## src/design/scsi_dp_pkg.sv

```systemverilog
package scsi_dp_pkg;

    // scsi data bus width, one byte per request
    localparam int BYTE_W = 8;

    // host and fifo word width
    localparam int WORD_W = 32;

    // bytes carried in one host word
    localparam int LANES = WORD_W / BYTE_W;

    // lane index, lane 0 is bits [31:24] and lane 3 is bits [7:0]
    typedef logic [$clog2(LANES)-1:0] lane_t;

    // last lane of a word, after it the word is complete or released
    localparam lane_t LANE_LAST = lane_t'(LANES - 1);

    // transfer direction, driven by the dma control logic
    // F2S   fifo to scsi, word unpacked byte by byte
    // S2F   scsi to fifo, bytes packed into words
    // CPU2S direct cpu write of one byte to scsi
    // S2CPU direct cpu read of one latched scsi byte
    typedef enum logic [2:0] {
        XM_IDLE  = 3'd0,
        XM_F2S   = 3'd1,
        XM_S2F   = 3'd2,
        XM_CPU2S = 3'd3,
        XM_S2CPU = 3'd4
    } xfer_mode_t;

endpackage

```

## src/design/dma_word_fifo.sv

```systemverilog
`timescale 1ns/1ps

module dma_word_fifo #(
    // number of words, a power of two from 2 up
    parameter int DEPTH = 8
) (
    input  logic                           LS2CPU,
    input  logic                           rst,
    // write side
    input  logic                           push,
    input  logic [scsi_dp_pkg::WORD_W-1:0] push_data,
    // read side, head shows the oldest word while not empty
    input  logic                           pop,
    output logic [scsi_dp_pkg::WORD_W-1:0] head,
    // status flags
    output logic                           empty,
    output logic                           full
);

    // address width of the storage array
    localparam int AW = $clog2(DEPTH);

    // word storage
    logic [scsi_dp_pkg::WORD_W-1:0] mem [DEPTH];

    // pointers carry one extra wrap bit
    // equal pointers mean empty, only the wrap bit differing means full
    logic [AW:0] wr_ptr;
    logic [AW:0] rd_ptr;

    // qualified strobes
    logic do_push;
    logic do_pop;

    // a push into a full buffer or a pop from an empty one is dropped
    assign do_push = push && !full;
    assign do_pop  = pop && !empty;

    // status from pointer compare
    assign empty = (wr_ptr == rd_ptr);
    assign full  = (wr_ptr[AW] != rd_ptr[AW]) &&
                   (wr_ptr[AW-1:0] == rd_ptr[AW-1:0]);

    // show-ahead read, the head word needs no read strobe
    assign head = mem[rd_ptr[AW-1:0]];

    // pointer update
    always_ff @(posedge LS2CPU) begin
        if (rst) begin
            wr_ptr <= '0;
            rd_ptr <= '0;
        end else begin
            if (do_push) begin
                wr_ptr <= wr_ptr + 1'b1;
            end
            if (do_pop) begin
                rd_ptr <= rd_ptr + 1'b1;
            end
        end
    end

    // storage write, next free slot
    always_ff @(posedge LS2CPU) begin
        if (do_push) begin
            mem[wr_ptr[AW-1:0]] <= push_data;
        end
    end

    // senders check full before they strobe, there is no back-pressure
    a_no_overflow: assert property (
        @(posedge LS2CPU) disable iff (rst)
        push |-> !full
    ) else $error("word fifo push while full");

    // readers check empty before they strobe
    a_no_underflow: assert property (
        @(posedge LS2CPU) disable iff (rst)
        pop |-> !empty
    ) else $error("word fifo pop while empty");

    // a word pushed into an empty buffer shows on head in the next cycle
    a_push_to_head: assert property (
        @(posedge LS2CPU) disable iff (rst)
        (push && empty && !pop) |=> (!empty && head == $past(push_data))
    ) else $error("pushed word did not reach head");

endmodule

```

## src/design/scsi_byte_unpacker.sv

```systemverilog
`timescale 1ns/1ps

module scsi_byte_unpacker (
    input  logic                           LS2CPU,
    input  logic                           rst,
    input  scsi_dp_pkg::xfer_mode_t        mode,
    // f2s fifo read side
    input  logic [scsi_dp_pkg::WORD_W-1:0] f2s_head,
    input  logic                           f2s_empty,
    output logic                           f2s_pop,
    // byte request from the scsi bus
    input  logic                           scsi_req,
    // direct cpu write
    input  logic                           cpu_wr,
    input  logic [scsi_dp_pkg::WORD_W-1:0] cpu_wdata,
    input  logic                           a3,
    // scsi transmit side
    output logic                           tx_ready,
    output logic [scsi_dp_pkg::BYTE_W-1:0] scsi_dout,
    output logic                           scsi_dout_valid
);

    // held word and its lane position
    logic [scsi_dp_pkg::WORD_W-1:0] word_q;
    logic                           have_word;
    scsi_dp_pkg::lane_t             lane;

    // mode decode
    logic f2s_mode;
    logic cpu_mode;

    // byte transfer strobes
    logic f2s_fire;
    logic cpu_fire;

    // one-hot byte selects, four word lanes plus two cpu lanes
    logic [scsi_dp_pkg::LANES-1:0] lane_sel;
    logic                          cpu_sel_lo;
    logic                          cpu_sel_hi;

    // byte picked for the next scsi transfer
    logic [scsi_dp_pkg::BYTE_W-1:0] tx_byte;

    assign f2s_mode = (mode == scsi_dp_pkg::XM_F2S);
    assign cpu_mode = (mode == scsi_dp_pkg::XM_CPU2S);

    // load a word as soon as the holding register is free
    assign f2s_pop  = f2s_mode && !have_word && !f2s_empty;
    assign tx_ready = have_word;

    assign f2s_fire = f2s_mode && have_word && scsi_req;
    assign cpu_fire = cpu_mode && cpu_wr;

    // 2-to-4 lane decoder, enabled in f2s only
    always_comb begin
        lane_sel = '0;
        if (f2s_mode) begin
            lane_sel[lane] = 1'b1;
        end
    end

    // cpu byte lane from address bit a3
    assign cpu_sel_lo = cpu_mode && !a3;
    assign cpu_sel_hi = cpu_mode && a3;

    // byte mux, at most one select is active
    always_comb begin
        tx_byte = '0;
        for (int i = 0; i < scsi_dp_pkg::LANES; i++) begin
            if (lane_sel[i]) begin
                tx_byte = word_q[scsi_dp_pkg::WORD_W-1-i*scsi_dp_pkg::BYTE_W -: scsi_dp_pkg::BYTE_W];
            end
        end
        if (cpu_sel_lo) begin
            tx_byte = cpu_wdata[7:0];
        end
        if (cpu_sel_hi) begin
            tx_byte = cpu_wdata[23:16];
        end
    end

    // holding state and lane counter
    always_ff @(posedge LS2CPU) begin
        if (rst) begin
            have_word       <= 1'b0;
            lane            <= '0;
            scsi_dout_valid <= 1'b0;
        end else begin
            scsi_dout_valid <= f2s_fire || cpu_fire;
            if (!f2s_mode) begin
                // leaving f2s drops the held word and restarts at lane 0
                have_word <= 1'b0;
                lane      <= '0;
            end else if (f2s_pop) begin
                have_word <= 1'b1;
                lane      <= '0;
            end else if (f2s_fire) begin
                // counter wraps to 0 after the last lane
                lane <= lane + 1'b1;
                if (lane == scsi_dp_pkg::LANE_LAST) begin
                    have_word <= 1'b0;
                end
            end
        end
    end

    // payload registers
    always_ff @(posedge LS2CPU) begin
        if (f2s_pop) begin
            word_q <= f2s_head;
        end
        if (f2s_fire || cpu_fire) begin
            scsi_dout <= tx_byte;
        end
    end

    // the scsi side only asks for a byte once a word is loaded
    a_req_needs_ready: assert property (
        @(posedge LS2CPU) disable iff (rst)
        (f2s_mode && scsi_req) |-> tx_ready
    ) else $error("scsi_req in F2S without tx_ready");

endmodule

```

## src/design/scsi_byte_packer.sv

```systemverilog
`timescale 1ns/1ps

module scsi_byte_packer (
    input  logic                           LS2CPU,
    input  logic                           rst,
    input  scsi_dp_pkg::xfer_mode_t        mode,
    // byte strobe and data from the scsi bus
    input  logic                           scsi_req,
    input  logic [scsi_dp_pkg::BYTE_W-1:0] scsi_din,
    // s2f fifo write side
    output logic                           s2f_push,
    output logic [scsi_dp_pkg::WORD_W-1:0] s2f_word,
    // direct cpu read pattern
    output logic [scsi_dp_pkg::WORD_W-1:0] cpu_rdata
);

    // word under assembly and its lane position
    logic [scsi_dp_pkg::WORD_W-1:0] word_q;
    scsi_dp_pkg::lane_t             lane;

    // last byte seen in s2cpu
    logic [scsi_dp_pkg::BYTE_W-1:0] cpu_byte;

    // mode decode
    logic s2f_mode;
    logic cpu_mode;

    // byte capture strobes
    logic s2f_fire;
    logic cpu_fire;

    assign s2f_mode = (mode == scsi_dp_pkg::XM_S2F);
    assign cpu_mode = (mode == scsi_dp_pkg::XM_S2CPU);

    assign s2f_fire = s2f_mode && scsi_req;
    assign cpu_fire = cpu_mode && scsi_req;

    // control state
    always_ff @(posedge LS2CPU) begin
        if (rst) begin
            lane     <= '0;
            s2f_push <= 1'b0;
            cpu_byte <= '0;
        end else begin
            // push one cycle after the byte that fills the last lane
            s2f_push <= s2f_fire && (lane == scsi_dp_pkg::LANE_LAST);
            if (!s2f_mode) begin
                // a partial word is dropped on a mode change
                lane <= '0;
            end else if (s2f_fire) begin
                lane <= lane + 1'b1;
            end
            if (cpu_fire) begin
                cpu_byte <= scsi_din;
            end
        end
    end

    // byte placement, first byte lands in [31:24]
    always_ff @(posedge LS2CPU) begin
        if (s2f_fire) begin
            word_q[scsi_dp_pkg::WORD_W-1-int'(lane)*scsi_dp_pkg::BYTE_W -: scsi_dp_pkg::BYTE_W]
                <= scsi_din;
        end
    end

    // word is complete while s2f_push is high
    // a new byte in the same cycle only lands after the fifo has taken it
    assign s2f_word = word_q;

    // byte in the upper lane of each halfword, zero below
    assign cpu_rdata = {cpu_byte, {scsi_dp_pkg::BYTE_W{1'b0}},
                        cpu_byte, {scsi_dp_pkg::BYTE_W{1'b0}}};

    // the dma control leaves S2F only between words
    a_lane_idle: assert property (
        @(posedge LS2CPU) disable iff (rst)
        !s2f_mode |-> (lane == '0)
    ) else $error("packer lane counter not zero outside S2F");

endmodule

```

## src/design/scsi_datapath.sv

```systemverilog
`timescale 1ns/1ps

module scsi_datapath #(
    // words per fifo, passed to both fifos
    parameter int FIFO_DEPTH = 8
) (
    input  logic                           LS2CPU,
    input  logic                           rst,
    input  scsi_dp_pkg::xfer_mode_t        mode,
    // host write into the f2s fifo
    input  logic                           host_wr,
    input  logic [scsi_dp_pkg::WORD_W-1:0] host_wdata,
    output logic                           f2s_full,
    output logic                           f2s_empty,
    // host read from the s2f fifo
    input  logic                           host_rd,
    output logic [scsi_dp_pkg::WORD_W-1:0] host_rdata,
    output logic                           s2f_empty,
    output logic                           s2f_full,
    // scsi data bus, split in and out
    input  logic                           scsi_req,
    input  logic [scsi_dp_pkg::BYTE_W-1:0] scsi_din,
    output logic [scsi_dp_pkg::BYTE_W-1:0] scsi_dout,
    output logic                           scsi_dout_valid,
    output logic                           scsi_oe,
    output logic                           tx_ready,
    // direct cpu access
    input  logic                           cpu_wr,
    input  logic [scsi_dp_pkg::WORD_W-1:0] cpu_wdata,
    input  logic                           a3,
    output logic [scsi_dp_pkg::WORD_W-1:0] cpu_rdata
);

    // f2s fifo to unpacker
    logic [scsi_dp_pkg::WORD_W-1:0] f2s_head;
    logic                           f2s_pop;

    // packer to s2f fifo
    logic                           s2f_push;
    logic [scsi_dp_pkg::WORD_W-1:0] s2f_word;

    // scsi bus is driven in the two outbound modes
    assign scsi_oe = (mode == scsi_dp_pkg::XM_F2S) || (mode == scsi_dp_pkg::XM_CPU2S);

    // host to scsi word buffer
    dma_word_fifo #(
        .DEPTH (FIFO_DEPTH)
    ) f2s_fifo_i (
        .LS2CPU    (LS2CPU),
        .rst       (rst),
        .push      (host_wr),
        .push_data (host_wdata),
        .pop       (f2s_pop),
        .head      (f2s_head),
        .empty     (f2s_empty),
        .full      (f2s_full)
    );

    // word to byte, plus the cpu write byte path
    scsi_byte_unpacker unpacker_i (
        .LS2CPU          (LS2CPU),
        .rst             (rst),
        .mode            (mode),
        .f2s_head        (f2s_head),
        .f2s_empty       (f2s_empty),
        .f2s_pop         (f2s_pop),
        .scsi_req        (scsi_req),
        .cpu_wr          (cpu_wr),
        .cpu_wdata       (cpu_wdata),
        .a3              (a3),
        .tx_ready        (tx_ready),
        .scsi_dout       (scsi_dout),
        .scsi_dout_valid (scsi_dout_valid)
    );

    // byte to word, plus the cpu read latch
    scsi_byte_packer packer_i (
        .LS2CPU    (LS2CPU),
        .rst       (rst),
        .mode      (mode),
        .scsi_req  (scsi_req),
        .scsi_din  (scsi_din),
        .s2f_push  (s2f_push),
        .s2f_word  (s2f_word),
        .cpu_rdata (cpu_rdata)
    );

    // scsi to host word buffer, host reads the head directly
    dma_word_fifo #(
        .DEPTH (FIFO_DEPTH)
    ) s2f_fifo_i (
        .LS2CPU    (LS2CPU),
        .rst       (rst),
        .push      (s2f_push),
        .push_data (s2f_word),
        .pop       (host_rd),
        .head      (host_rdata),
        .empty     (s2f_empty),
        .full      (s2f_full)
    );

endmodule

```

## config.mk

```make
export PLATFORM = sky130hd
export DESIGN_NAME = scsi_datapath
export DESIGN_NICKNAME = d
export VERILOG_FILES = /design/src/design/scsi_dp_pkg.sv /design/src/design/dma_word_fifo.sv /design/src/design/scsi_byte_unpacker.sv /design/src/design/scsi_byte_packer.sv /design/src/design/scsi_datapath.sv
export SDC_FILE = /design/constraint.sdc
export NUM_CORES = 1
export LEC_CHECK = 0
export BUFFER_PORTS_ARGS = -buffer_cell sky130_fd_sc_hd__buf_2
export CAP_MARGIN = 0
export CORE_MARGIN = 5
export CORE_UTILIZATION = 54
export DETAILED_ROUTE_END_ITERATION = 6
export PLACE_DENSITY = 0.83
export REMOVE_ABC_BUFFERS = 1
export SLEW_MARGIN = 20
export SYNTH_ARGS = -nofsm -noshare
export SYNTH_HDL_FRONTEND = slang
export SYNTH_SLANG_ARGS = --single-unit
```

## constraint.sdc

```tcl
create_clock -name LS2CPU -period 4.86 [get_ports LS2CPU]
set_input_delay 0.729 -clock LS2CPU [delete_from_list [all_inputs] [get_ports LS2CPU]]
set_output_delay 0.729 -clock LS2CPU [all_outputs]
set_load 0.02 [all_outputs]
```

==> impl_summary.log <==
INFO  metric total_power = 10600 uW
INFO  metric totalWireLength = 48.6 mm
INFO  metric drc_errors = 0
INFO  metric synth-seq-cells = 618
INFO  metric max_cap_violations = 0
INFO  metric placeableCoreArea = 44300 sq um
INFO  metric multi_input_comb_area = 5670 sq um
INFO  metric ys_warn_count = 0
INFO  metric grt_util_all_layers = 0.196
INFO  metric critical-path-slowest-cell = sky130_fd_sc_hd__dfxtp_2
INFO  metric pin_count_of_the_biggest_net_entering_global_routing = 68
INFO  metric via_per_inst = 5.97
INFO  metric regArea = 18200 sq um
INFO  metric routed-via-count = 11500
INFO  metric critical-path-top-delay-family = buffers and inverters
INFO  metric result_of_the_run = completed
INFO  metric start_util = 0.547
INFO  metric synth_top_flop_cell = sky130_fd_sc_hd__edfxtp_1
INFO  metric syn_avg_cell_area = 20.9 sq um
INFO  metric design.die.area = 49200 sq um
INFO  metric cts_inserted_buffers = 56
INFO  metric report.final.setup_viol = 0
INFO  metric detailedRoute.firstPassIterationCount = 5
INFO  metric cell_variety_after_synth = 54
INFO  metric layout.filler_cells = 2927
INFO  metric postCtsSetupBuffers = 0
INFO  metric fin_nets = 1394
INFO  metric timing_max_transition_violations_final = 0
INFO  metric synthCells = 1157
INFO  metric io_pins = 161
INFO  metric finalHoldViolations = 0
INFO  metric cp_slowest_stage_delay = 0.67 ns
INFO  metric critPathKind = register to output pin
INFO  metric place.gp.congestion = 0.841
INFO  metric rows = 77
INFO  metric ys_seq_area_frac = 0.752
INFO  metric ctsHoldBuffers = 0
INFO  metric worstHoldPathType = input pin to register
INFO  metric finalWorstPathRequiredPeriod = 3.56 ns
INFO  metric grt_pass1_vias = 12200
INFO  metric number_of_enable_flip_flop_cells_after_synthesis = 584
INFO  metric antenna_cells = 0
INFO  metric die-width = 222 um
INFO  metric startpoint_type = register
INFO  metric worst_clock_skew = 0.0129 ns
INFO  metric worst-slew-pin-transition = 0.963 ns
INFO  metric cts_tree = done
INFO  metric routedWlPerCell = 25.1 um
INFO  metric synth_top_area_cell = sky130_fd_sc_hd__edfxtp_1
INFO  metric final_min_period_over_clock_period = 0.733
INFO  metric critical_path.n_buffers_inverters = 2
INFO  metric clock_tree.buffer_depth = 3
INFO  metric synth_largest_type_area_fraction = 0.724
INFO  metric fin_tns_setup = 0 ns
INFO  metric root_cell_of_the_clock_tree = sky130_fd_sc_hd__clkbuf_16
INFO  metric mappedNetlistArea = 24200 sq um
INFO  metric syn2layout_area_growth = 12.8%
INFO  metric worst-endpoint-required = 4.13 ns
INFO  metric critical_path_cell_list = buf_4 > mux4_2 > mux2_2 > buf_2
INFO  metric max_freq = 281 MHz
INFO  metric fin_hold_ws = 0.395 ns
INFO  metric cts.clk_slew.worst_paths = 0.06 ns
INFO  metric chipHeight = 222 um
INFO  metric tritoncts_num_sinks = 618
INFO  metric pwr_density_cell = 386 nW/um^2
INFO  metric h-tree-depth = 2
INFO  metric grt_pass1_wl = 74.0 mm
INFO  metric vdd_ir_drop_max = 0.309 mV
INFO  metric grt_setup_unrepaired = no
INFO  metric buffers_added_on_ports = 128
INFO  metric timing.slew.headroom = 0.358
INFO  metric setup.worst_path.end_class = output pin
INFO  metric drive_gt1_frac = 0.349
INFO  metric post_synth_main_area_contributors = sky130_fd_sc_hd__edfxtp_1 (72%), sky130_fd_sc_hd__mux4_2 (12%), sky130_fd_sc_hd__mux2_2 (3.2%)
INFO  metric worstSkewPairLatency = 0.60 ns
INFO  metric share_of_async_settable_or_async_resettable_flops_after_synthesis = 0
INFO  metric postRouteAntennaNets = 0
INFO  metric p_leak = 0.00813 uW
INFO  metric utilization = 0.617
INFO  metric post_cts_resized = 0
INFO  metric grt-ovfl-total = 0
INFO  metric critPathArrivalTime = 2.83 ns
INFO  metric antenna_found_initial = 4
INFO  metric maximum_fanout_along_the_worst_path = 44
INFO  metric place_hpwl = 27.2 mm
INFO  metric initialDrtViolationCount = 1084
==> stage by stage <==
step | instance area [sq um] | std cells | worst slack (ns)
finish | 27300 | 1935 | 1.30
global route | 27300 | 1935 | 1.17
CTS | 27300 | 1935 | 1.24
detailed placement | 25500 | 1834 | 1.86
global placement | 25500 | 1834 | 1.83
floorplan | 23800 | 1089 | -2.30
==> registers in the layout, summed over array words and instances, names as in the netlist, 8 cells and up, named ones only <==
| name | count |
|---|---|
| unpacker_i.word_q | 32 |
| f2s_fifo_i.mem | 256 |
| unpacker_i.scsi_dout | 8 |
| packer_i.s2f_word | 32 |
| packer_i.cpu_byte | 8 |
| s2f_fifo_i.mem | 256 |
==> area by class of cell <==
| type | instances | area share |
|---|---|---|
| sequential | 618 | 0.667 |
| multi-input combinational | 462 | 0.207 |
| clock buffer | 73 | 0.0562 |
| timing repair buffer | 153 | 0.0308 |
| tap | 592 | 0.0271 |
| clock inverter | 28 | 0.0105 |
| inverter | 9 | 0.00124 |
==> cell families after synthesis <==
logic type,after synthesis,synth area share
AOI/OAI and AO/OA,64,0.0173
xor gates and xnor gates,14,0.00831
adders and majority gates,12,0.00620
buffers and inverters,92,0.0207
DFF,618,0.752
muxes,215,0.159
other,1,0.000155
and+or+nand+nor,141,0.0366
==> power by group <==
group / internal (uW) / switching (uW) / leakage (uW)
clock network: 2530 / 1820 / 0.000886
logic: 126 / 187 / 0.00223
registers: 5860 / 36.5 / 0.00501
total: 8520 / 2040 / 0.00813
==> worst register-to-register path, delay by kind of cell, from the launching register on <==
family / cells / cell delay (ns)
simple gates: 3 / 1.05
buf+inv: 1 / 0.34
xor+xnor: 1 / 0.24
flops: 1 / 0.91
==> worst paths after layout <==
check / from / to / slack (ns) / depth (start not counted)
worst min-delay path: host_wdata[27] / f2s_fifo_i.mem[5][27] / 0.40 / 1
worst max register to register: f2s_fifo_i.rd_ptr[0] / f2s_fifo_i.mem[3][27] / 1.98 / 5
worst min register to register: f2s_fifo_i.wr_ptr[3] / f2s_fifo_i.wr_ptr[3] / 0.51 / 2
worst max-delay path: register / host_rdata[1] / 1.30 / 4
==> placed cells by master, fill, tap and decap left out, types with 6 or more instances in the layout <==
master / n
sky130_fd_sc_hd__mux2_2: 69
sky130_fd_sc_hd__a21oi_1: 23
sky130_fd_sc_hd__dfxtp_1: 29
sky130_fd_sc_hd__buf_2: 128
sky130_fd_sc_hd__clkbuf_1: 11
sky130_fd_sc_hd__and2_1: 12
sky130_fd_sc_hd__a22oi_1: 7
sky130_fd_sc_hd__nand2_1: 9
sky130_fd_sc_hd__ha_1: 12
sky130_fd_sc_hd__clkbuf_16: 57
sky130_fd_sc_hd__edfxtp_1: 584
sky130_fd_sc_hd__nor2_1: 30
sky130_fd_sc_hd__nand2b_1: 6
sky130_fd_sc_hd__clkinv_2: 7
sky130_fd_sc_hd__bufinv_16: 6
sky130_fd_sc_hd__and3_1: 24
sky130_fd_sc_hd__and3b_1: 7
sky130_fd_sc_hd__conb_1: 16
sky130_fd_sc_hd__o21ai_0: 8
sky130_fd_sc_hd__mux2i_1: 15
sky130_fd_sc_hd__o22ai_1: 14
sky130_fd_sc_hd__inv_1: 6
sky130_fd_sc_hd__clkinv_1: 11
sky130_fd_sc_hd__mux4_2: 128
sky130_fd_sc_hd__or3_1: 6
sky130_fd_sc_hd__buf_4: 24
==> layer usage <==
metal  track usage  up-vias  part of all wire
li1              -     4984                 -
met1         0.259     5987              0.38
met2         0.339      489              0.52
met3        0.0404       81             0.078
met4        0.0501        6             0.021
met5             0        -           0.00066
==> cell usage after synthesis (all sizes together), types with 3 or more instances <==
cell and count:
a21oi 23, a22oi 7, and2 12, and3 24, and3b 7, buf 53, clkbuf 30, dfxtp 34
edfxtp 584, ha 12, inv 9, mux2 72, mux2i 15, mux4 128, nand2 9, nand2b 6
nand3b 3, nand4 3, nor2 32, nor2b 5, nor3 10, nor4 10, nor4b 6, o21ai 10
o22ai 14, o41ai 3, or3 6, xnor2 4, xor2 10
Power figures use the tool's default switching activity.
